==> src/glm_pkg.sv <==
package glm_pkg;

    // **************************************************
    // fixed-point format and sizes
    // **************************************************
    localparam int LANES            = 4;
    localparam int LANE_WIDTH       = 16;
    localparam int FRAC_BITS        = 8;
    localparam int MODEL_DEPTH_LOG2 = 8;
    localparam int MODEL_DEPTH      = 1 << MODEL_DEPTH_LOG2;
    localparam int COUNT_WIDTH      = 16;

    // **************************************************
    // datapath types
    // **************************************************
    // one signed lane, also the gradient scalar
    typedef logic signed [LANE_WIDTH-1:0] lane_t;

    // lanes packed with lane 0 in the low bits
    typedef logic [LANES*LANE_WIDTH-1:0] line_t;

    typedef logic [MODEL_DEPTH_LOG2-1:0] model_addr_t;
    typedef logic [COUNT_WIDTH-1:0] count_t;

    typedef enum logic
    {
        idle,
        run
    } scale_state_t;

endpackage

==> src/line_bus_if.sv <==
`timescale 1ns/1ns

interface line_bus_if import glm_pkg::*; ();

    logic        valid;
    line_t       data;
    // second line, only carried between fetch and update
    line_t       operand;
    model_addr_t addr;
    // final line of the final iteration
    logic        last;

    modport source
    (
        output valid,
        output data,
        output operand,
        output addr,
        output last
    );

    modport sink
    (
        input valid,
        input data,
        input operand,
        input addr,
        input last
    );

endinterface

==> src/model_update_stage.sv <==
`timescale 1ns/1ns

module model_update_stage import glm_pkg::*;
(
    input  logic        clk,
    input  logic        reset,
    line_bus_if.sink    fetched,
    output logic        we,
    output model_addr_t waddr,
    output line_t       wdata,
    output logic        op_done
);
    line_t difference;

    // model minus scaled sample, wrapping per lane
    always_comb
    begin
        for (int i = 0; i < LANES; i++)
        begin
            difference[i*LANE_WIDTH +: LANE_WIDTH] =
                fetched.data[i*LANE_WIDTH +: LANE_WIDTH]
                - fetched.operand[i*LANE_WIDTH +: LANE_WIDTH];
        end
    end

    always_ff @(posedge clk)
    begin
        if (reset)
        begin
            we <= 1'b0;
            op_done <= 1'b0;
        end
        else
        begin
            we <= fetched.valid;
            // done goes out together with the final write
            op_done <= fetched.valid && fetched.last;
        end

        waddr <= fetched.addr;
        wdata <= difference;
    end

endmodule

==> src/flat_wrapper.sv <==
// flat-port wrapper written by rule: the top's interface ports become plain ports
module model_update_stage_flat import glm_pkg::*;
  (clk, reset, we, waddr, wdata, op_done, fetched_valid, fetched_data, fetched_operand, fetched_addr, fetched_last);
  line_bus_if fetched_i ();
  input  logic clk;
  input  logic reset;
  output logic we;
  output model_addr_t waddr;
  output line_t wdata;
  output logic op_done;
  input wire logic [$bits(fetched_i.valid)-1:0] fetched_valid;
  input wire logic [$bits(fetched_i.data)-1:0] fetched_data;
  input wire logic [$bits(fetched_i.operand)-1:0] fetched_operand;
  input wire logic [$bits(fetched_i.addr)-1:0] fetched_addr;
  input wire logic [$bits(fetched_i.last)-1:0] fetched_last;
  assign fetched_i.valid = fetched_valid;
  assign fetched_i.data = fetched_data;
  assign fetched_i.operand = fetched_operand;
  assign fetched_i.addr = fetched_addr;
  assign fetched_i.last = fetched_last;
  model_update_stage u_core (.clk(clk), .reset(reset), .fetched(fetched_i), .we(we), .waddr(waddr), .wdata(wdata), .op_done(op_done));
endmodule
==> config.mk <==
export PLATFORM = sky130hd
export DESIGN_NAME = model_update_stage_flat
export DESIGN_NICKNAME = d
export VERILOG_FILES = /design/src/glm_pkg.sv /design/src/line_bus_if.sv /design/src/model_update_stage.sv /design/src/flat_wrapper.sv
export SDC_FILE = /design/constraint.sdc
export NUM_CORES = 1
export LEC_CHECK = 0
export ABC_AREA = 1
export BUFFER_PORTS_ARGS = -buffer_cell sky130_fd_sc_hd__buf_2
export CAP_MARGIN = 20
export CORE_MARGIN = 8
export CORE_UTILIZATION = 50
export CTS_BUF_LIST = sky130_fd_sc_hd__clkbuf_8 sky130_fd_sc_hd__clkbuf_16
export DETAILED_ROUTE_END_ITERATION = 8
export HOLD_SLACK_MARGIN = 0.06
export PLACE_DENSITY = 0.82
export SYNTH_ARGS = -nofsm -noshare
export SYNTH_HDL_FRONTEND = slang
export SYNTH_SLANG_ARGS = --single-unit
==> constraint.sdc <==
create_clock -name clk -period 1.9 [get_ports clk]
set_clock_uncertainty 0.2 [all_clocks]
set_input_delay 0.095 -clock clk [delete_from_list [all_inputs] [get_ports clk]]
set_output_delay 0.095 -clock clk [all_outputs]
set_load 0.01 [all_outputs]
# [After elaboration in Yosys (flattened, before gate mapping)]
# Index checks and enable logic that the tools add are counted.
[totals] reg_bits=74 inputBits=140 output_inout_bits=74 word_cells=9
[classes] n_addsub=4 reduce_logical=1
[op_table] op="16-bit subtractor" n=4
[op_table] op="1-bit logical AND" n=1

# [Logic depth before layout (Yosys ltp)]
[logic_depth] ltp_word=1 depth_mapped=11 mapped_depth_nobuf=11

# [Worst setup path after synthesis]
# OpenSTA, ideal clock, no wires.
[synth_timing] path_kind="input-to-reg" startpoint="input fetched_data[32]" endpoint="register u_core.wdata[44]" setup_ns=0.113 arrival_time_ns=1.154 required_time_ns=1.587 path_slack_ns=0.433 path_stages=9 path_buffers=0 cell_sequence="inv_1 > ha_1 > fa_1 > inv_1 > nand3_1 > nand3_1 > nand3_1 > nand4_1 > nand2_1"
[synth_via] elab_chain_cells=1
[synth_lines] element="start, declared" line_no="flat_wrapper.sv:12" source="input wire logic [$bits(fetched_i.data)-1:0] fetched_data;"
[synth_lines] element="16-bit subtractor" line_no="model_update_stage.sv:22" source="- fetched.operand[i*LANE_WIDTH +: LANE_WIDTH];"
[synth_lines] element="via u_core.difference[44]" line_no="model_update_stage.sv:13" source="line_t difference;"
[synth_lines] element="end signal, assigned" line_no="model_update_stage.sv:41" source="wdata <= difference;"
[synth_lines] element="end, declared" line_no="model_update_stage.sv:10" source="output line_t wdata,"
# The timed path passes the listed nets, and every way through them passes these cells.
# A chain may end at the register's enable or synchronous reset.

# [Final worst setup path]
[layout_timing] startpoint="input fetched_data[3]" endpoint="register u_core.wdata[10]"
# Same word-level chain as after synthesis.

==> impl_metrics.csv <==
group,metric,value,unit
critical_path,cp_data_required_time,1.95,ns
sta,slew_viol_final,0,
yosys,synth_ff_type,"dfxtp_1",
place,gp_congestion,0.867,
floorplanning,die_y,120,um
critical_path,critPathCaptureType,"flop",
status,status,"finished clean",
final_layout,areaGrowthSynthToFinish,50.5,%
route,wire_per_inst,13.8,um
power,pwr-share-seq,0.352,
yosys,async_flop_share,0,
yosys,synth_fp_nets,1059,
yosys,synth_edf_count,0,
power,total_power,5.43,mW
power,share_comb_of_total_power,0.385,
critical_path,setup.worst_path.end,"u_core.wdata[10]",
final_layout,seqCellArea,0.00148,mm^2
place,dp_cells,1204,
yosys,yosysUniqueCellTypes,17,
sta,finalSetupTns,0,ns
floorplanning,core,0.0104,mm^2
route,avgViaCountPerCell,4.77,
global_route,antenna_found_initial,4,
cts,root_buffer,"clkbuf_8",
global_route,grt_pass1_wl,29800,um
power,netSwitchingPower,1.89,mW
power,p_leak,5.02,nW
sta,hold_viol,0,
cts,cts_max_path_buffers,2,
floorplanning,dieArea,0.0143,mm^2
cts,htree_levels,3,
place,numPortBuffers,213,
final_layout,layout.nets,1402,
route,drc_errors,0,
route,vias,6404,
cts,cts_tree,"done",
global_route,overflow,0,
critical_path,startpoint_type,"primary input",
sta,slew_headroom,0.851,
route,drtPass1Iterations,5,
route,totalWireLength,18500,um
critical_path,critical_path_class,"primary input to flop",
yosys,syn-cell-area,0.00536,mm^2
critical_path,crit_arrival,1.90,ns
yosys,ys_ff_latch,74,
sta,whs,0.0598,ns
final_layout,multiInputGateArea,0.00307,mm^2
sta,worstMarginPinSlew,0.223,ns
sta,fin_ws,0.0449,ns
power,swShare,0.348,
route,drt-initial-drc-count,421,
critical_path,startpoint,"fetched_data[3]",
yosys,yosysWarnings,0,
final_layout,drive_above_1_share,0.219,
global_route,grtUsageTotal,0.250,
yosys,synth_area_leaders,"dfxtp_1 (28%), nand2_1 (21%), inv_1 (16%), ha_1 (14%), nand3_1 (4.1%)",
min_path,hold_depth,4,
sta,finalSetupViolCount,0,
power,ir_worst_vdd,0.368,mV
floorplanning,io_pins,214,
yosys,synth_top_cells_by_count,"nand2_1 (306), inv_1 (223), dfxtp_1 (74)",
global_route,first_global_vias,6545,
yosys,synth_largest_area_cell,"dfxtp_1",
final_layout,finalNonFillerCells,1343,
place,hpwl,12300,um
yosys,syn_area_per_cell,6.27,um^2
floorplanning,start_util,0.517,
power,pwr-share-clk,0.263,
route,ant_nets,0,
yosys,yosysMostFrequentCell,"nand2_1",
yosys,ys_seq_area_frac,0.277,
power,p_int,3.54,mW
run,drv_cap,0,
global_route,grt_max_degree,14,
power,pwr_density_cell,674,mW/mm^2
place,post-place-ws,0.156,ns
cts,cts_buffers,9,
sta,max_freq,539,MHz
yosys,syn_inst,855,
min_path,holdCritPathClass,"primary input to flop",
critical_path,crit_path_max_fanout,5,
cts,cts_sinks,74,
floorplanning,die_x,120,um
yosys,synth_top_area_share,0.277,
cts,path_clk_slew,0.08,ns
sta,min_period_over_period,0.976,
final_layout,fillerInstances,732,
sta,min_period,1.86,ns
floorplanning,rows,37,
-- metrics by stage --
| step | area (um^2) | util |
|---|---|---|
| final | 8070 | 0.778 |
| after global routing | 8070 | 0.778 |
| after CTS | 7990 | 0.771 |
| after detailed placement | 6590 | 0.636 |
| after global placement | 6590 | 0.636 |
| after floorplan | 5360 | - |
-- worst min-delay path by stage --
stage	from	end	slack, ns
6_report	fetched_operand[50]	u_core.wdata[50]	0.06
5_1_grt	fetched_operand[35]	u_core.wdata[35]	0.10
4_1_cts	fetched_operand[50]	u_core.wdata[50]	0.06
3_5_place_dp	fetched_addr[2]	u_core.waddr[2]	-0.001
3_3_place_gp	fetched_addr[7]	u_core.waddr[7]	-0.003
2_1_floorplan	fetched_addr[0]	u_core.waddr[0]	-0.08
-- power groups by stage --
stage	Sequential (mW)	Combinational, mW	Clock [mW]
2_1_floorplan	2.08	0.933	0
3_3_place_gp	1.94	1.71	0
3_5_place_dp	1.94	1.75	0
4_1_cts	1.91	2.00	1.43
5_1_grt	1.94	2.32	1.51
6_report	1.91	2.09	1.43
-- sequential cells by signal, summed over array words and instances (netlist names) --
signal          flops
u_core.wdata       64
u_core.we           1
u_core.waddr        8
u_core.op_done      1
-- critical path, cell delays in order --
cell and delay, ns:
dlygate4sd3_1 0.54, buf_2 0.14, ha_1 0.36, nand2_1 0.16, nand2_1 0.09, a21oi_1 0.18
nand2_2 0.11, nand2_1 0.09, nand2_1 0.05, nand2_1 0.05, nand2_1 0.05
-- layout make-up --
class | instances | area share
multi-input cells | 554 | 0.380
repair buffers | 332 | 0.280
flip-flops and latches | 74 | 0.184
inverters | 227 | 0.106
well taps | 136 | 0.0211
clock buffers | 10 | 0.0171
clock inverters | 6 | 0.0112
diodes | 4 | 0.00124
-- routing by layer --
metal  vias to the layer above  GRT usage  routed length, um
met5                         -          0                  0
met4                         0      0.129                792
met3                        61     0.0469               1290
met2                       275      0.461               9390
met1                      2838      0.265               7070
li1                       3230          -                  -
-- cells by family (layout without fill, tap and decap cells) --
logic type / after synthesis / in the layout / synth area share
xor+xnor: 32 / 32 / 0.0523
flops: 74 / 74 / 0.277
simple gates: 418 / 418 / 0.320
compound gates: 40 / 40 / 0.0374
buf+inv: 227 / 575 / 0.159
fa+ha+maj: 64 / 64 / 0.155
other cells: 0 / 4 / 0
-- placed cells by master, fill, tap and decap left out, drive strengths merged, types with 23 or more instances in the layout --
cell type    netlist  layout
dlygate4sd3        0     116
dfxtp             74      74
a21oi             40      40
xor2              23      23
nor2              35      35
buf                0     215
nand2            317     317
ha                60      60
inv              227     227
nand3             44      44
-- what timing repair did --
item | 4_1_cts | 5_1_grt
setup endpoints to repair | 0 | 17
hold buffers | 117 | 0
endpoints found under the hold margin | 74 | 0
setup buffers | 0 | 3
resized for setup | 0 | 14
No activity file was read; power rests on OpenSTA's default activity.
