[src/glm_pkg.sv]
package glm_pkg;

    // **************************************************
    // fixed-point format and sizes
    // **************************************************
    localparam int LANES            = 4;
    localparam int LANE_WIDTH       = 16;
    localparam int FRAC_BITS        = 8;
    localparam int MODEL_DEPTH_LOG2 = 8;
    localparam int MODEL_DEPTH      = 1 << MODEL_DEPTH_LOG2;
    localparam int COUNT_WIDTH      = 16;

    // **************************************************
    // datapath types
    // **************************************************
    // one signed lane, also the gradient scalar
    typedef logic signed [LANE_WIDTH-1:0] lane_t;

    // lanes packed with lane 0 in the low bits
    typedef logic [LANES*LANE_WIDTH-1:0] line_t;

    typedef logic [MODEL_DEPTH_LOG2-1:0] model_addr_t;
    typedef logic [COUNT_WIDTH-1:0] count_t;

    typedef enum logic
    {
        idle,
        run
    } scale_state_t;

endpackage

[src/line_bus_if.sv]
`timescale 1ns/1ns

interface line_bus_if import glm_pkg::*; ();

    logic        valid;
    line_t       data;
    // second line, only carried between fetch and update
    line_t       operand;
    model_addr_t addr;
    // final line of the final iteration
    logic        last;

    modport source
    (
        output valid,
        output data,
        output operand,
        output addr,
        output last
    );

    modport sink
    (
        input valid,
        input data,
        input operand,
        input addr,
        input last
    );

endinterface

[src/scale_stage.sv]
`timescale 1ns/1ns

module scale_stage import glm_pkg::*;
(
    input  logic        clk,
    input  logic        reset,
    input  logic        op_start,
    input  count_t      num_lines,
    input  count_t      num_iterations,
    input  model_addr_t model_offset,
    input  logic        line_valid,
    input  line_t       line_data,
    input  lane_t       gradient,
    line_bus_if.source  scaled
);
    scale_state_t state;

    // configuration latched on start
    count_t      num_lines_q;
    count_t      num_iterations_q;
    model_addr_t offset_q;
    lane_t       gradient_q;

    count_t line_count;
    count_t iteration_count;

    logic  accept;
    logic  first_line;
    logic  last_line;
    logic  last_iteration;
    lane_t gradient_now;

    logic signed [2*LANE_WIDTH-1:0] product [LANES];
    line_t scaled_line;

    logic        valid_q;
    line_t       data_q;
    model_addr_t addr_q;
    logic        last_q;

    assign accept         = (state == run) && line_valid;
    assign first_line     = (line_count == '0);
    assign last_line      = (line_count == num_lines_q - 1'b1);
    assign last_iteration = (iteration_count == num_iterations_q - 1'b1);

    // first line of an iteration takes the port value directly
    assign gradient_now = first_line ? gradient : gradient_q;

    // **************************************************
    // lane multiply, Q8.8 times Q8.8 back to Q8.8
    // **************************************************
    always_comb
    begin
        for (int i = 0; i < LANES; i++)
        begin
            product[i] = lane_t'(line_data[i*LANE_WIDTH +: LANE_WIDTH]) * gradient_now;
            // shift by the fraction, keep the low lane bits
            scaled_line[i*LANE_WIDTH +: LANE_WIDTH] = product[i][FRAC_BITS +: LANE_WIDTH];
        end
    end

    // **************************************************
    // line and iteration control
    // **************************************************
    always_ff @(posedge clk)
    begin
        if (reset)
        begin
            state <= idle;
            valid_q <= 1'b0;
            last_q <= 1'b0;
        end
        else
        begin
            valid_q <= accept;
            last_q <= accept && last_line && last_iteration;

            case (state)
                idle:
                begin
                    if (op_start)
                    begin
                        num_lines_q <= num_lines;
                        num_iterations_q <= num_iterations;
                        offset_q <= model_offset;
                        line_count <= '0;
                        iteration_count <= '0;
                        state <= run;
                    end
                end

                run:
                begin
                    if (accept)
                    begin
                        if (first_line)
                        begin
                            gradient_q <= gradient;
                        end
                        if (last_line)
                        begin
                            line_count <= '0;
                            iteration_count <= iteration_count + 1'b1;
                            if (last_iteration)
                            begin
                                state <= idle;
                            end
                        end
                        else
                        begin
                            line_count <= line_count + 1'b1;
                        end
                    end
                end

                default:
                begin
                    state <= idle;
                end
            endcase
        end

        data_q <= scaled_line;
        // address wraps within the model memory
        addr_q <= offset_q + line_count[MODEL_DEPTH_LOG2-1:0];
    end

    assign scaled.valid   = valid_q;
    assign scaled.data    = data_q;
    assign scaled.operand = '0;
    assign scaled.addr    = addr_q;
    assign scaled.last    = last_q;

endmodule

[src/flat_wrapper.sv]
// flat-port wrapper written by rule: the top's interface ports become plain ports
module scale_stage_flat import glm_pkg::*;
  (clk, reset, op_start, num_lines, num_iterations, model_offset, line_valid, line_data, gradient, scaled_valid, scaled_data, scaled_operand, scaled_addr, scaled_last);
  line_bus_if scaled_i ();
  input  logic clk;
  input  logic reset;
  input  logic op_start;
  input  count_t num_lines;
  input  count_t num_iterations;
  input  model_addr_t model_offset;
  input  logic line_valid;
  input  line_t line_data;
  input  lane_t gradient;
  output wire logic [$bits(scaled_i.valid)-1:0] scaled_valid;
  output wire logic [$bits(scaled_i.data)-1:0] scaled_data;
  output wire logic [$bits(scaled_i.operand)-1:0] scaled_operand;
  output wire logic [$bits(scaled_i.addr)-1:0] scaled_addr;
  output wire logic [$bits(scaled_i.last)-1:0] scaled_last;
  assign scaled_valid = scaled_i.valid;
  assign scaled_data = scaled_i.data;
  assign scaled_operand = scaled_i.operand;
  assign scaled_addr = scaled_i.addr;
  assign scaled_last = scaled_i.last;
  scale_stage u_core (.clk(clk), .reset(reset), .op_start(op_start), .num_lines(num_lines), .num_iterations(num_iterations), .model_offset(model_offset), .line_valid(line_valid), .line_data(line_data), .gradient(gradient), .scaled(scaled_i));
endmodule
[config.mk]
export PLATFORM = sky130hd
export DESIGN_NAME = scale_stage_flat
export DESIGN_NICKNAME = d
export VERILOG_FILES = /design/src/glm_pkg.sv /design/src/line_bus_if.sv /design/src/scale_stage.sv /design/src/flat_wrapper.sv
export SDC_FILE = /design/constraint.sdc
export NUM_CORES = 2
export LEC_CHECK = 0
export ABC_AREA = 1
export BUFFER_PORTS_ARGS = -buffer_cell sky130_fd_sc_hd__clkbuf_2
export CAP_MARGIN = 25
export CORE_AREA = 8 8 284 286
export CTS_CLUSTER_DIAMETER = 60
export DETAILED_ROUTE_END_ITERATION = 10
export DIE_AREA = 0 0 292 294
export PLACE_DENSITY = 0.77
export SLEW_MARGIN = 0
export SYNTH_ARGS = -nofsm -noshare
export SYNTH_HDL_FRONTEND = slang
export SYNTH_SLANG_ARGS = --single-unit
[constraint.sdc]
create_clock -name clk -period 6.7 [get_ports clk]
set_clock_uncertainty 0.05 [all_clocks]
set_input_delay 1.34 -clock clk [delete_from_list [all_inputs] [get_ports clk]]
set_output_delay 1.34 -clock clk [all_outputs]
set_load 0.01 [all_outputs]
Word-level counts from Yosys, hierarchy flattened. Cells that the tools add are included.

Register bits after elaboration: 163. Bits of input ports: 124. Output and inout bits: 138. Word-level logic and storage cells: 48.

Add/sub/neg operators: 5. Multipliers: 4. Equality and inequality tests: 5. Multiplexer cells: 13. Bitwise gates (word level): 2. Reductions and logical operators: 8.

Operators with widths (number): 16-bit by 16-bit multiplier with 24-bit output (4); 16-bit 2-to-1 mux (6); 16-bit one-hot mux with 2 select lines (2); 16-bit by 1-bit adder with 16-bit output, second input constant (2); 16-bit equality test (2); 16-bit by 1-bit subtractor with 16-bit output, second input constant (2); 16-bit zero test (1); 3-bit AND reduction (3); 8-bit adder (1); 2-bit inequality test, second input constant (3); 1-bit 2-to-1 mux (4); 4-bit AND reduction (1); 1-bit logical AND (3); 1-bit inverter (2); 1-bit one-hot mux with 2 select lines (1).

Logic depth before layout (Yosys ltp).
Depth after elaboration: 6. Depth in mapped cells: 37. Mapped depth without buffers: 35.

Worst setup path before layout. No wires, ideal clock.

Path kind: input -> register. Start point: input gradient[7]. End point: register u_core.data_q[31] (netlist: u_core.scaled.data[31]). Setup time: 113 ps. Data arrival time: 6542 ps. Required time: 6537 ps. Path slack: -6 ps. Stages: 27. Path buffers: 2. Cell sequence: nand3b_1 nand2_1 inv_2 clkbuf_1 buf_2 nand2_1 fa_1 inv_1 fa_1 inv_1 fa_1 inv_1 fa_1 fa_1 inv_1 fa_1 inv_1 ha_1 nand2_1 nor2_1 nand2_1 nor4_1 nand2_1 nand2_1 inv_1 nand3_1 nand2_1.

RTL lines: start: declaration (RTL line flat_wrapper.sv:13) `input lane_t gradient;`; end signal: assignment (RTL line scale_stage.sv:123) `data_q <= scaled_line;`; end: declaration (RTL line scale_stage.sv:37) `line_t data_q;`.

==> flow_summary.toml <==
[die]
rows = 102
core-area_sq_um = 76450
dieArea_sq_um = 85850
start_util = 0.4935
ios = 262
die_h_um = 294
die_x_um = 292

[global_route]
grt.total_usage = 0.2580
overflow = 0
antenna_found_initial = 17
grt_pass1_vias = 33450
grt_max_degree = 43
grt_pass1_wl_um = 174800

[worst_setup_path]
end_kind = "register"
crit_path_start_kind = "register"
worst-path-max-fanout = 8
slowest_stage = "fa_1"
cpPeakStageDelay_ns = 0.56
cp.arrival_ns = 6.91
cp.required_ns = 7.05
cp_common_cell = "fa_1"
crit_type = "register to register"

[layout]
fin_area_sq_um = 44500
final_cells = 6230
drive_gt1_frac = 0.1702
final_common_cell = "inv_1"
fin_util = 0.5821
ff_latch_area_sq_um = 4144
final_cell_mix = "inv_1, nand2_1, fa_1"
nets = 6376
multi_input_area_sq_um = 28860
fillers = 6465
area_growth_pct = 17.96

[pwr]
power_frac_comb = 0.893
peakVddDrop_v = 0.001235
switching_power_mw = 12.21
power_frac_clock = 0.041
switching_share = 0.4910
power.share.sequential = 0.066
p_int_mw = 12.66
p_per_area_nw_per_um2 = 559.0
p_leak_nw = 23.78

[drt]
routed_via_density = 5.164
vias = 32170
ant_nets = 0
dr.first_iter.drc_count = 2741
firstDrtPassIters = 10
wl_per_cell_um = 17.93
drcViolationCount = 2
wirelength_um = 111700

[flow_run]
maxCapViolCount = 0

[clock_network]
clkSlewWorstSetupHoldPaths_ns = 0.07
insertion_delay_ns = 0.52
postCtsHoldBufs = 0
cts_root_buf = "clkbuf_16"
cts.sinks = 163
cts_tree = "yes"
cts_buffer_depth = 2
h-tree-depth = 4
cts-buffers-inserted = 17

[timing]
slew_headroom = 0.5990
hold_viol_final = 0
finalSetupViolations = 0
clock.fmax_ghz = 0.1525
drv_slew = 0
final.period_utilization = 0.9790
tightest_slew_ns = 0.6000
period_needed_ns = 6.559
holdWs_ns = 0.4309
rsz0062_at_grt = "yes"

[synth]
synth.distinct_cells = 56
synth_flop_cell = "edfxtp_1"
yosys-top-cells-area = "fa_1, inv_1, ha_1"
seq_area_frac_synth = 0.1098
yosysTopAreaCellShare = 0.3953
yosysWarnings = 0
synth_top_cell_by_area = "fa_1"
synthCells = 4675
syn_area_sq_um = 37720
avgSynthCellArea_sq_um = 8.070
synth_edf_count = 88
synth-seq-cells = 163
synthArstFlopShare = 0

[placed_design]
io_buffer_count = 197
place.gp.congestion = 0.9785
dp_cells = 6154
placedInstanceArea_sq_um = 42710
dpl.hpwl_um = 91870

[status]
run_status = "finished with violations"
violations = "design-rule violations"

[worst_hold_path]
hold_class = "register to register"
## kinds of logic after synthesis
group / synth area share
adders and majority gates: 0.4922
AOI/OAI and AO/OA: 0.03439
other: 0.00009940
DFF: 0.1098
and+or+nand+nor: 0.1822
buffers and inverters: 0.1495
xor gates and xnor gates: 0.03174
## power groups by stage
stage	Combinational (mW)	Clock, mW	Sequential (mW)
6_report	22.2	1.02	1.64
5_1_grt	24.9	1.09	1.67
4_1_cts	20.3	1.06	1.65
3_5_place_dp	20.2	0	1.67
3_3_place_gp	19.8	0	1.67
2_1_floorplan	11.8	0	1.75
## per-stage QoR
| stage | setup TNS (ns) | setup slack (ns) | power, mW |
|---|---|---|---|
| 2_1_floorplan | 0 | 0.005933 | 13.51 |
| 3_3_place_gp | -3.409 | -0.2814 | 21.45 |
| 3_5_place_dp | -6.729 | -0.3749 | 21.84 |
| 4_1_cts | 0 | 0.007833 | 23.04 |
| 5_1_grt | -1.205 | -0.1011 | 27.64 |
| 6_report | 0 | 0.1410 | 24.88 |
## metal layers
metal  GRT usage  vias to the layer above  routed length [um]
li1            -                    14630                   -
met1      0.3203                    15530               41640
met2      0.4166                     1630               51290
met3     0.07858                      374               13330
met4      0.1106                       12                5333
met5           0                        -                  83
## final cells by class
type / instances / share of cell area
inverter: 1228 / 0.1044
tap: 988 / 0.02778
clock inverter: 11 / 0.001996
sequential: 163 / 0.09313
clock buffer: 21 / 0.01077
multi-input combinational: 3152 / 0.6485
timing repair buffer: 653 / 0.1126
antenna: 14 / 0.0007873
## registers in the layout, indices dropped and copies added, names as in the netlist
register	cells
u_core.offset_q	8
u_core.gradient_q	16
u_core.scaled.valid	1
u_core.scaled.last	1
u_core.num_iterations_q	16
u_core.scaled.addr	8
u_core.iteration_count	16
u_core.scaled.data	64
u_core.num_lines_q	16
u_core.state	1
u_core.line_count	16
## critical path: cells and delay by family (launching register included)
kind / cells / cell delay (ns)
XOR/XNOR: 2 / 0.61
adder cells (fa/ha/maj): 7 / 3.18
buffers and inverters: 11 / 1.24
flip-flops: 1 / 0.40
AND/OR/NAND/NOR: 10 / 0.99
## cells in the mapped netlist (9+ instances only)
| master | instances |
|---|---|
| inv_1 | 1210 |
| nand2_1 | 803 |
| fa_1 | 745 |
| nor2_1 | 615 |
| ha_1 | 292 |
| a21oi_1 | 122 |
| nand3_1 | 120 |
| xor2_1 | 94 |
| edfxtp_1 | 88 |
| clkbuf_1 | 86 |
| dfxtp_1 | 75 |
| buf_4 | 66 |
| o21ai_0 | 58 |
| xnor2_1 | 40 |
| nand4_1 | 37 |
| nor3_1 | 30 |
| buf_1 | 23 |
| nand3b_1 | 20 |
| buf_2 | 16 |
| nand2_2 | 15 |
| or2_2 | 12 |
| clkinv_1 | 10 |
| o21ai_1 | 9 |
| o21bai_1 | 9 |
## final timing paths
| path | startpoint | to | slack, ns | cells past startpoint |
|---|---|---|---|---|
| min reg2reg | u_core.offset_q[0] | u_core.scaled.addr[0] | 0.43 | 1 |
| max reg2reg | u_core.line_count[0] | u_core.scaled.data[15] | 0.14 | 30 |
| max | u_core.line_count[0] | u_core.scaled.data[15] | 0.14 | 30 |
| min | u_core.offset_q[0] | u_core.scaled.addr[0] | 0.43 | 1 |
## timing repair
action / in CTS / in global routing
cloned: 1 / 6
hold endpoints to repair: 0 / 0
buffers inserted: 0 / 22
setup endpoints to repair: 4 / 47
resized for setup: 6 / 194
pin swaps: 0 / 55
Power figures use the tool's default switching activity.
