**config.mk**
```make
export PLATFORM = sky130hd
export DESIGN_NAME = model_fetch_stage_flat
export DESIGN_NICKNAME = d
export VERILOG_FILES = /design/src/glm_pkg.sv /design/src/line_bus_if.sv /design/src/model_fetch_stage.sv /design/src/flat_wrapper.sv
export SDC_FILE = /design/constraint.sdc
export NUM_CORES = 1
export LEC_CHECK = 0
export BUFFER_PORTS_ARGS = -buffer_cell sky130_fd_sc_hd__buf_4
export CORE_AREA = 8 8 159 161
export CTS_CLUSTER_SIZE = 25
export DETAILED_ROUTE_END_ITERATION = 10
export DIE_AREA = 0 0 167 169
export PLACE_DENSITY = 0.53
export SYNTH_ARGS = -nofsm -noshare
export SYNTH_HDL_FRONTEND = slang
export SYNTH_SLANG_ARGS = --single-unit
```
**constraint.sdc**
```tcl
create_clock -name clk -period 2.2 [get_ports clk]
set_input_delay 0.33 -clock clk [delete_from_list [all_inputs] [get_ports clk]]
set_output_delay 0.33 -clock clk [all_outputs]
set_load 0.03 [all_outputs]
```
**src/glm_pkg.sv**
```systemverilog
package glm_pkg;

    // **************************************************
    // fixed-point format and sizes
    // **************************************************
    localparam int LANES            = 4;
    localparam int LANE_WIDTH       = 16;
    localparam int FRAC_BITS        = 8;
    localparam int MODEL_DEPTH_LOG2 = 8;
    localparam int MODEL_DEPTH      = 1 << MODEL_DEPTH_LOG2;
    localparam int COUNT_WIDTH      = 16;

    // **************************************************
    // datapath types
    // **************************************************
    // one signed lane, also the gradient scalar
    typedef logic signed [LANE_WIDTH-1:0] lane_t;

    // lanes packed with lane 0 in the low bits
    typedef logic [LANES*LANE_WIDTH-1:0] line_t;

    typedef logic [MODEL_DEPTH_LOG2-1:0] model_addr_t;
    typedef logic [COUNT_WIDTH-1:0] count_t;

    typedef enum logic
    {
        idle,
        run
    } scale_state_t;

endpackage

```
**src/line_bus_if.sv**
```systemverilog
`timescale 1ns/1ns

interface line_bus_if import glm_pkg::*; ();

    logic        valid;
    line_t       data;
    // second line, only carried between fetch and update
    line_t       operand;
    model_addr_t addr;
    // final line of the final iteration
    logic        last;

    modport source
    (
        output valid,
        output data,
        output operand,
        output addr,
        output last
    );

    modport sink
    (
        input valid,
        input data,
        input operand,
        input addr,
        input last
    );

endinterface

```
**src/model_fetch_stage.sv**
```systemverilog
`timescale 1ns/1ns

module model_fetch_stage import glm_pkg::*;
(
    input  logic        clk,
    input  logic        reset,
    line_bus_if.sink    scaled,
    line_bus_if.source  fetched,
    output model_addr_t raddr,
    input  line_t       rdata,
    input  logic        wb_we,
    input  model_addr_t wb_addr,
    input  line_t       wb_data
);
    logic        valid_q;
    logic        last_q;
    model_addr_t addr_q;
    line_t       operand_q;

    // write landing on the same edge as our read
    logic  hold_hit;
    line_t hold_data;

    // write of the line right before this one
    logic near_hit;

    assign raddr = scaled.addr;

    always_ff @(posedge clk)
    begin
        if (reset)
        begin
            valid_q <= 1'b0;
            last_q <= 1'b0;
            hold_hit <= 1'b0;
        end
        else
        begin
            valid_q <= scaled.valid;
            last_q <= scaled.valid && scaled.last;
            hold_hit <= wb_we && (wb_addr == scaled.addr);
        end

        addr_q <= scaled.addr;
        operand_q <= scaled.data;
        hold_data <= wb_data;
    end

    // **************************************************
    // read-after-write forwarding
    // **************************************************
    // the write visible now is newer than the held one,
    // and neither has reached the memory read yet
    assign near_hit = wb_we && (wb_addr == addr_q);

    assign fetched.data    = near_hit ? wb_data : (hold_hit ? hold_data : rdata);
    assign fetched.valid   = valid_q;
    assign fetched.operand = operand_q;
    assign fetched.addr    = addr_q;
    assign fetched.last    = last_q;

endmodule

```
**src/flat_wrapper.sv**
```systemverilog
// flat-port wrapper written by rule: the top's interface ports become plain ports
module model_fetch_stage_flat import glm_pkg::*;
  (clk, reset, raddr, rdata, wb_we, wb_addr, wb_data, scaled_valid, scaled_data, scaled_operand, scaled_addr, scaled_last, fetched_valid, fetched_data, fetched_operand, fetched_addr, fetched_last);
  line_bus_if scaled_i ();
  line_bus_if fetched_i ();
  input  logic clk;
  input  logic reset;
  output model_addr_t raddr;
  input  line_t rdata;
  input  logic wb_we;
  input  model_addr_t wb_addr;
  input  line_t wb_data;
  input wire logic [$bits(scaled_i.valid)-1:0] scaled_valid;
  input wire logic [$bits(scaled_i.data)-1:0] scaled_data;
  input wire logic [$bits(scaled_i.operand)-1:0] scaled_operand;
  input wire logic [$bits(scaled_i.addr)-1:0] scaled_addr;
  input wire logic [$bits(scaled_i.last)-1:0] scaled_last;
  output wire logic [$bits(fetched_i.valid)-1:0] fetched_valid;
  output wire logic [$bits(fetched_i.data)-1:0] fetched_data;
  output wire logic [$bits(fetched_i.operand)-1:0] fetched_operand;
  output wire logic [$bits(fetched_i.addr)-1:0] fetched_addr;
  output wire logic [$bits(fetched_i.last)-1:0] fetched_last;
  assign scaled_i.valid = scaled_valid;
  assign scaled_i.data = scaled_data;
  assign scaled_i.operand = scaled_operand;
  assign scaled_i.addr = scaled_addr;
  assign scaled_i.last = scaled_last;
  assign fetched_valid = fetched_i.valid;
  assign fetched_data = fetched_i.data;
  assign fetched_operand = fetched_i.operand;
  assign fetched_addr = fetched_i.addr;
  assign fetched_last = fetched_i.last;
  model_fetch_stage u_core (.clk(clk), .reset(reset), .scaled(scaled_i), .fetched(fetched_i), .raddr(raddr), .rdata(rdata), .wb_we(wb_we), .wb_addr(wb_addr), .wb_data(wb_data));
endmodule
```
-- After elaboration in Yosys (flattened, before gate mapping)
Cells that the tools add are included.
- bits in registers: 139
- output and inout port bits: 146
- input port bits: 277
- logic and storage cells: 13
- equal/unequal tests: 2
- multiplexer cells: 2
- reduce and logical (&&, ||, !) cells: 3
- operators with widths (kind ; number):
    $mux 64 ; 2
    $eq 8x8->1 ; 2
    $logic_and 1x1->1 ; 3

-- Depth between registers and ports, before layout
- word-level depth: 3
- depth in mapped cells: 5
- gate-level depth less buffers: 4

-- Worst setup path after synthesis
No wires, ideal clock.
- path kind: register to output
- from: reg u_core.addr_q[4] (netlist: u_core.fetched.addr[4])
- to: out fetched_data[10]
- stages on the path, launching flop included: 6
- path buffers: 1
- required time: 1.870 ns
- arrival time: 1.865 ns
- setup slack: 0.005 ns
- cells stage by stage: dfxtp_1 > xnor2_1 > nand3_1 > nor3_4 > buf_6 > mux2_1
- word-level cells in the longest chain between the ends: 3
- RTL lines (item ; line ; text):
    from (decl) ; model_fetch_stage.sv:17 ; model_addr_t addr_q;
    from (signal assigned) ; model_fetch_stage.sv:44 ; addr_q <= scaled.addr;
    $eq 8x8->1 ; model_fetch_stage.sv:54 ; assign near_hit = wb_we && (wb_addr == addr_q);
    $logic_and 1x1->1 ; model_fetch_stage.sv:54 ;
    $mux 64 ; model_fetch_stage.sv:56 ; assign fetched.data = near_hit ? wb_data : (hold_hit ? hold_data : rdata);
    to (decl) ; flat_wrapper.sv:19 ; output wire logic [$bits(fetched_i.data)-1:0] fetched_data;
No other way between the ends.

-- Worst setup path in the final report
- from: reg u_core.addr_q[6] (netlist: u_core.fetched.addr[6])
- to: out fetched_data[38]
The elaborated chain is that of the path after synthesis.

==> load_flow_metrics.sql <==
INSERT INTO impl_metrics (metric_group, metric, value, unit) VALUES
('run_status', 'run_status', 'complete, but fails checks', ''),
('run_status', 'failed_checks', 'negative setup slack', ''),
('critical_path', 'timing.critical_path.cells', 'xnor2_2 > nand3_2 > nor3_4 > buf_6 > buf_12 > clkbuf_16 > mux2_4 > buf_6', ''),
('critical_path', 'worst-endpoint-arrival', '2120', 'ps'),
('critical_path', 'worstSetupStartpointType', 'register', ''),
('pwr', 'power_leakage', '4.630', 'nW'),
('critical_path', 'critical-path-top-cell-by-count', 'buf_6', ''),
('synth', 'synth_top_area_cell', 'dfxtp_1', ''),
('synth', 'synth_cell_types', '17', ''),
('synth', 'count_of_warnings_emitted_by_yosys', '0', ''),
('critical_path', 'criticalPathCategory', 'reg2out', ''),
('placement', 'area_after_detailed_placement', '7609', 'sq um'),
('placement', 'numPortBuffers', '358', ''),
('critical_path', 'top_family_by_delay_on_critical_path', 'buffers and inverters', ''),
('floorplanning', 'placement_rows', '56', ''),
('critical_path', 'worstPathRequired', '1870', 'ps'),
('layout', 'layout.cell_area.non_filler', '10080', 'sq um'),
('sta', 'final-max-slew-violation-count', '0', ''),
('sta', 'final_period_minus_worst_setup_slack', '2451', 'ps'),
('critical_path', 'path_buf_inv', '4', ''),
('floorplanning', 'chipWidth', '167', 'um'),
('layout', 'postLayoutCoreUtil', '43.99', '%'),
('critical_path', 'setup.worst_path.end_class', 'output pin', ''),
('synth', 'synthCells', '313', ''),
('drt', 'drc_errors', '0', ''),
('cts', 'cts_inserted_buffers', '17', ''),
('floorplanning', 'io_pins', '423', ''),
('worst_hold_path', 'holdCritPathClass', 'in2reg', ''),
('global_routing', 'grt_overflow_total', '0', ''),
('global_routing', 'global_route.usage.total', '13.19', '%'),
('sta', 'setup_tns', '-14000', 'ps'),
('sta', 'min_period_over_period', '111.4', '%'),
('synth', 'yosys-top-cells-area', 'dfxtp_1 (61%), mux2_2 (30%), xnor2_1 (2.1%), buf_6 (1.5%), mux2_1 (1.5%)', ''),
('cts', 'cts.path.max_buffers', '2', ''),
('sta', 'worst_slew_pin_slew', '371.5', 'ps'),
('synth', 'post-synth-top-area-fraction', '60.70', '%'),
('drt', 'route.vias.total', '4286', ''),
('sta', 'fin_ws', '-250.8', 'ps'),
('layout', 'nFillCells', '2149', ''),
('synth', 'netlist_area', '4584', 'sq um'),
('sta', 'report.final.hold_viol_count', '0', ''),
('floorplanning', 'chipHeight', '169', 'um'),
('drt', 'finalWirelength', '19830', 'um'),
('critical_path', 'critPathSlowestCell', 'dfxtp_2', ''),
('cts', 'clock_pin_transition_on_the_worst_setup_and_hold_timing_paths', '70', 'ps'),
('floorplanning', 'core_area', '22910', 'sq um'),
('sta', 'rsz_0062_raised_after_global_routing', 'true', ''),
('synth', 'post_synth.cell_area_avg', '14.65', 'sq um'),
('pwr', 'power_density', '679.4', 'nW/um^2'),
('cts', 'root_buf_cell', 'clkbuf_16', ''),
('global_routing', 'pin_count_of_the_biggest_net_entering_global_routing', '41', ''),
('sta', 'max-slew-margin-rel', '75.23', '%'),
('global_routing', 'grt_pass1_wl', '28310', 'um'),
('cts', 'h-tree-depth', '4', ''),
('critical_path', 'critPathMaxStageDelay', '340', 'ps'),
('sta', 'achievable-frequency', '0.4080', 'GHz'),
('layout', 'finalNetCount', '1074', ''),
('global_routing', 'grt_antenna_before_repair', '1', ''),
('layout', 'syn_to_final_growth', '119.9', '%'),
('synth', 'flop_and_latch_count_out_of_synthesis', '139', ''),
('global_routing', 'first_global_vias', '4729', ''),
('synth', 'syn_nets', '590', ''),
('drt', 'drt_iter0_markers', '120', ''),
('floorplanning', 'area_of_the_die', '28220', 'sq um'),
('placement', 'dp_hpwl', '13860', 'um'),
('drt', 'drt_pre_antenna_iters', '3', ''),
('pwr', 'ir_drop', '413.0', 'uV'),
('cts', 'clock_tree_from_tritoncts', 'built', ''),
('job', 'maxCapViolCount', '0', ''),
('synth', 'post_synthesis_sequential_area_ratio', '60.70', '%'),
('layout', 'post_route_cells_drive_above_1_share', '69.01', '%'),
('drt', 'drt-wirelength-per-cell', '18.01', 'um'),
('drt', 'route.detailed.vias_per_inst', '3.893', ''),
('critical_path', 'worst-path-max-fanout', '5', ''),
('cts', 'cts.sinks', '139', ''),
('sta', 'setup-violations-final', '64', ''),
('drt', 'route.antenna.remaining_nets', '0', ''),
('floorplanning', 'starting_density_of_the_core', '20.01', '%'),
('placement', 'gp_routability_congestion', '0.7532', '');
path summary, 6_finish.rpt:
| kind | to | slack, ps | cells past startpoint | from |
|---|---|---|---|---|
| worst max-delay path | fetched_data[38] | -250 | 8 | u_core.fetched.addr[6]$_DFF_P_ |
| worst min-delay path | u_core.hold_data[36]$_DFF_P_ | 30 | 1 | wb_data[36] |
report_power, final:
group / internal (mW) / switching [mW] / total [mW]
registers: 2.65 / 0.0382 / 2.69
clock network: 1.61 / 1.27 / 2.88
logic: 0.730 / 0.552 / 1.28
cells by family after synthesis:
group / share of synthesized area, %
buffers and inverters: 3.384
flip-flops: 60.70
AND/OR/NAND/NOR: 1.419
XOR/XNOR: 3.057
multiplexers: 31.44
cells in the final DEF (no fill, tap or decap):
cell	netlist	layout
and2_1	1	1
buf_12	0	6
buf_16	0	6
buf_4	8	301
buf_6	6	67
bufinv_16	0	1
clkbuf_1	6	1
clkbuf_16	0	21
clkinv_4	0	1
clkinv_8	0	1
clkinvlp_4	0	3
dfxtp_1	139	130
dfxtp_2	0	9
diode_2	0	1
dlygate4sd3_1	0	102
inv_6	0	6
inv_8	0	2
mux2_2	122	67
mux2_4	0	61
nand2_1	1	1
nand3_2	0	1
nand4_1	2	2
nor2b_1	1	1
nor3_4	1	1
nor4_1	1	1
nor4b_1	1	1
xnor2_1	11	6
xnor2_2	0	5
xor2_1	5	5
flip-flops by register name (all words and copies together) (netlist names):
register                count
u_core.hold_data           64
u_core.fetched.operand     64
u_core.fetched.valid        1
u_core.fetched.last         1
u_core.fetched.addr         8
u_core.hold_hit             1
final cells by class:
| type | count | area (sq um) | area share (%) |
|---|---|---|---|
| diodes | 1 | 2.502 | 0.02483 |
| flip-flops and latches | 139 | 2794 | 27.72 |
| clock buffers | 18 | 429.2 | 4.258 |
| well taps | 290 | 362.8 | 3.600 |
| multi-input cells | 153 | 1918 | 19.03 |
| clock inverters | 14 | 152.6 | 1.514 |
| repair buffers | 486 | 4420 | 43.86 |
metal layers:
metal  up-vias  share of wire [%]  track usage, %
li1       2053                  -               -
met1      2054                 38           13.84
met2       164                 54           23.99
met3        15                6.7           5.288
met4         0                1.1           3.721
met5         -                  0               0
stage by stage:
stage | setup slack (ps) | cells | hold slack [ps] | power, mW
after floorplan | 5.380 | 313 | 357.7 | 3.196
after global placement | -15.33 | 952 | 434.5 | 3.759
after detailed placement | -17.90 | 952 | 435.5 | 3.768
after CTS | -328.4 | 1075 | 0.01721 | 6.906
after global routing | -359.1 | 1101 | 0.06778 | 7.136
final | -250.8 | 1101 | 29.31 | 6.848
cell usage after synthesis (all sizes together):
library cell,instances
xnor2,11
dfxtp,139
nand4,2
mux2,128
and2,1
xor2,5
buf,15
nor3,1
nor4b,1
nand2,1
nor2b,1
clkbuf,6
nand3,1
nor4,1
what timing repair did:
item	CTS	global route
endpoints found under the setup margin	64	64
gates cloned	6	4
resized for setup	114	41
pin swaps	5	4
buffers inserted	3	1
hold buffers	82	20
hold endpoints to repair	82	20
Note: power is estimated with default switching activity, not from simulation.
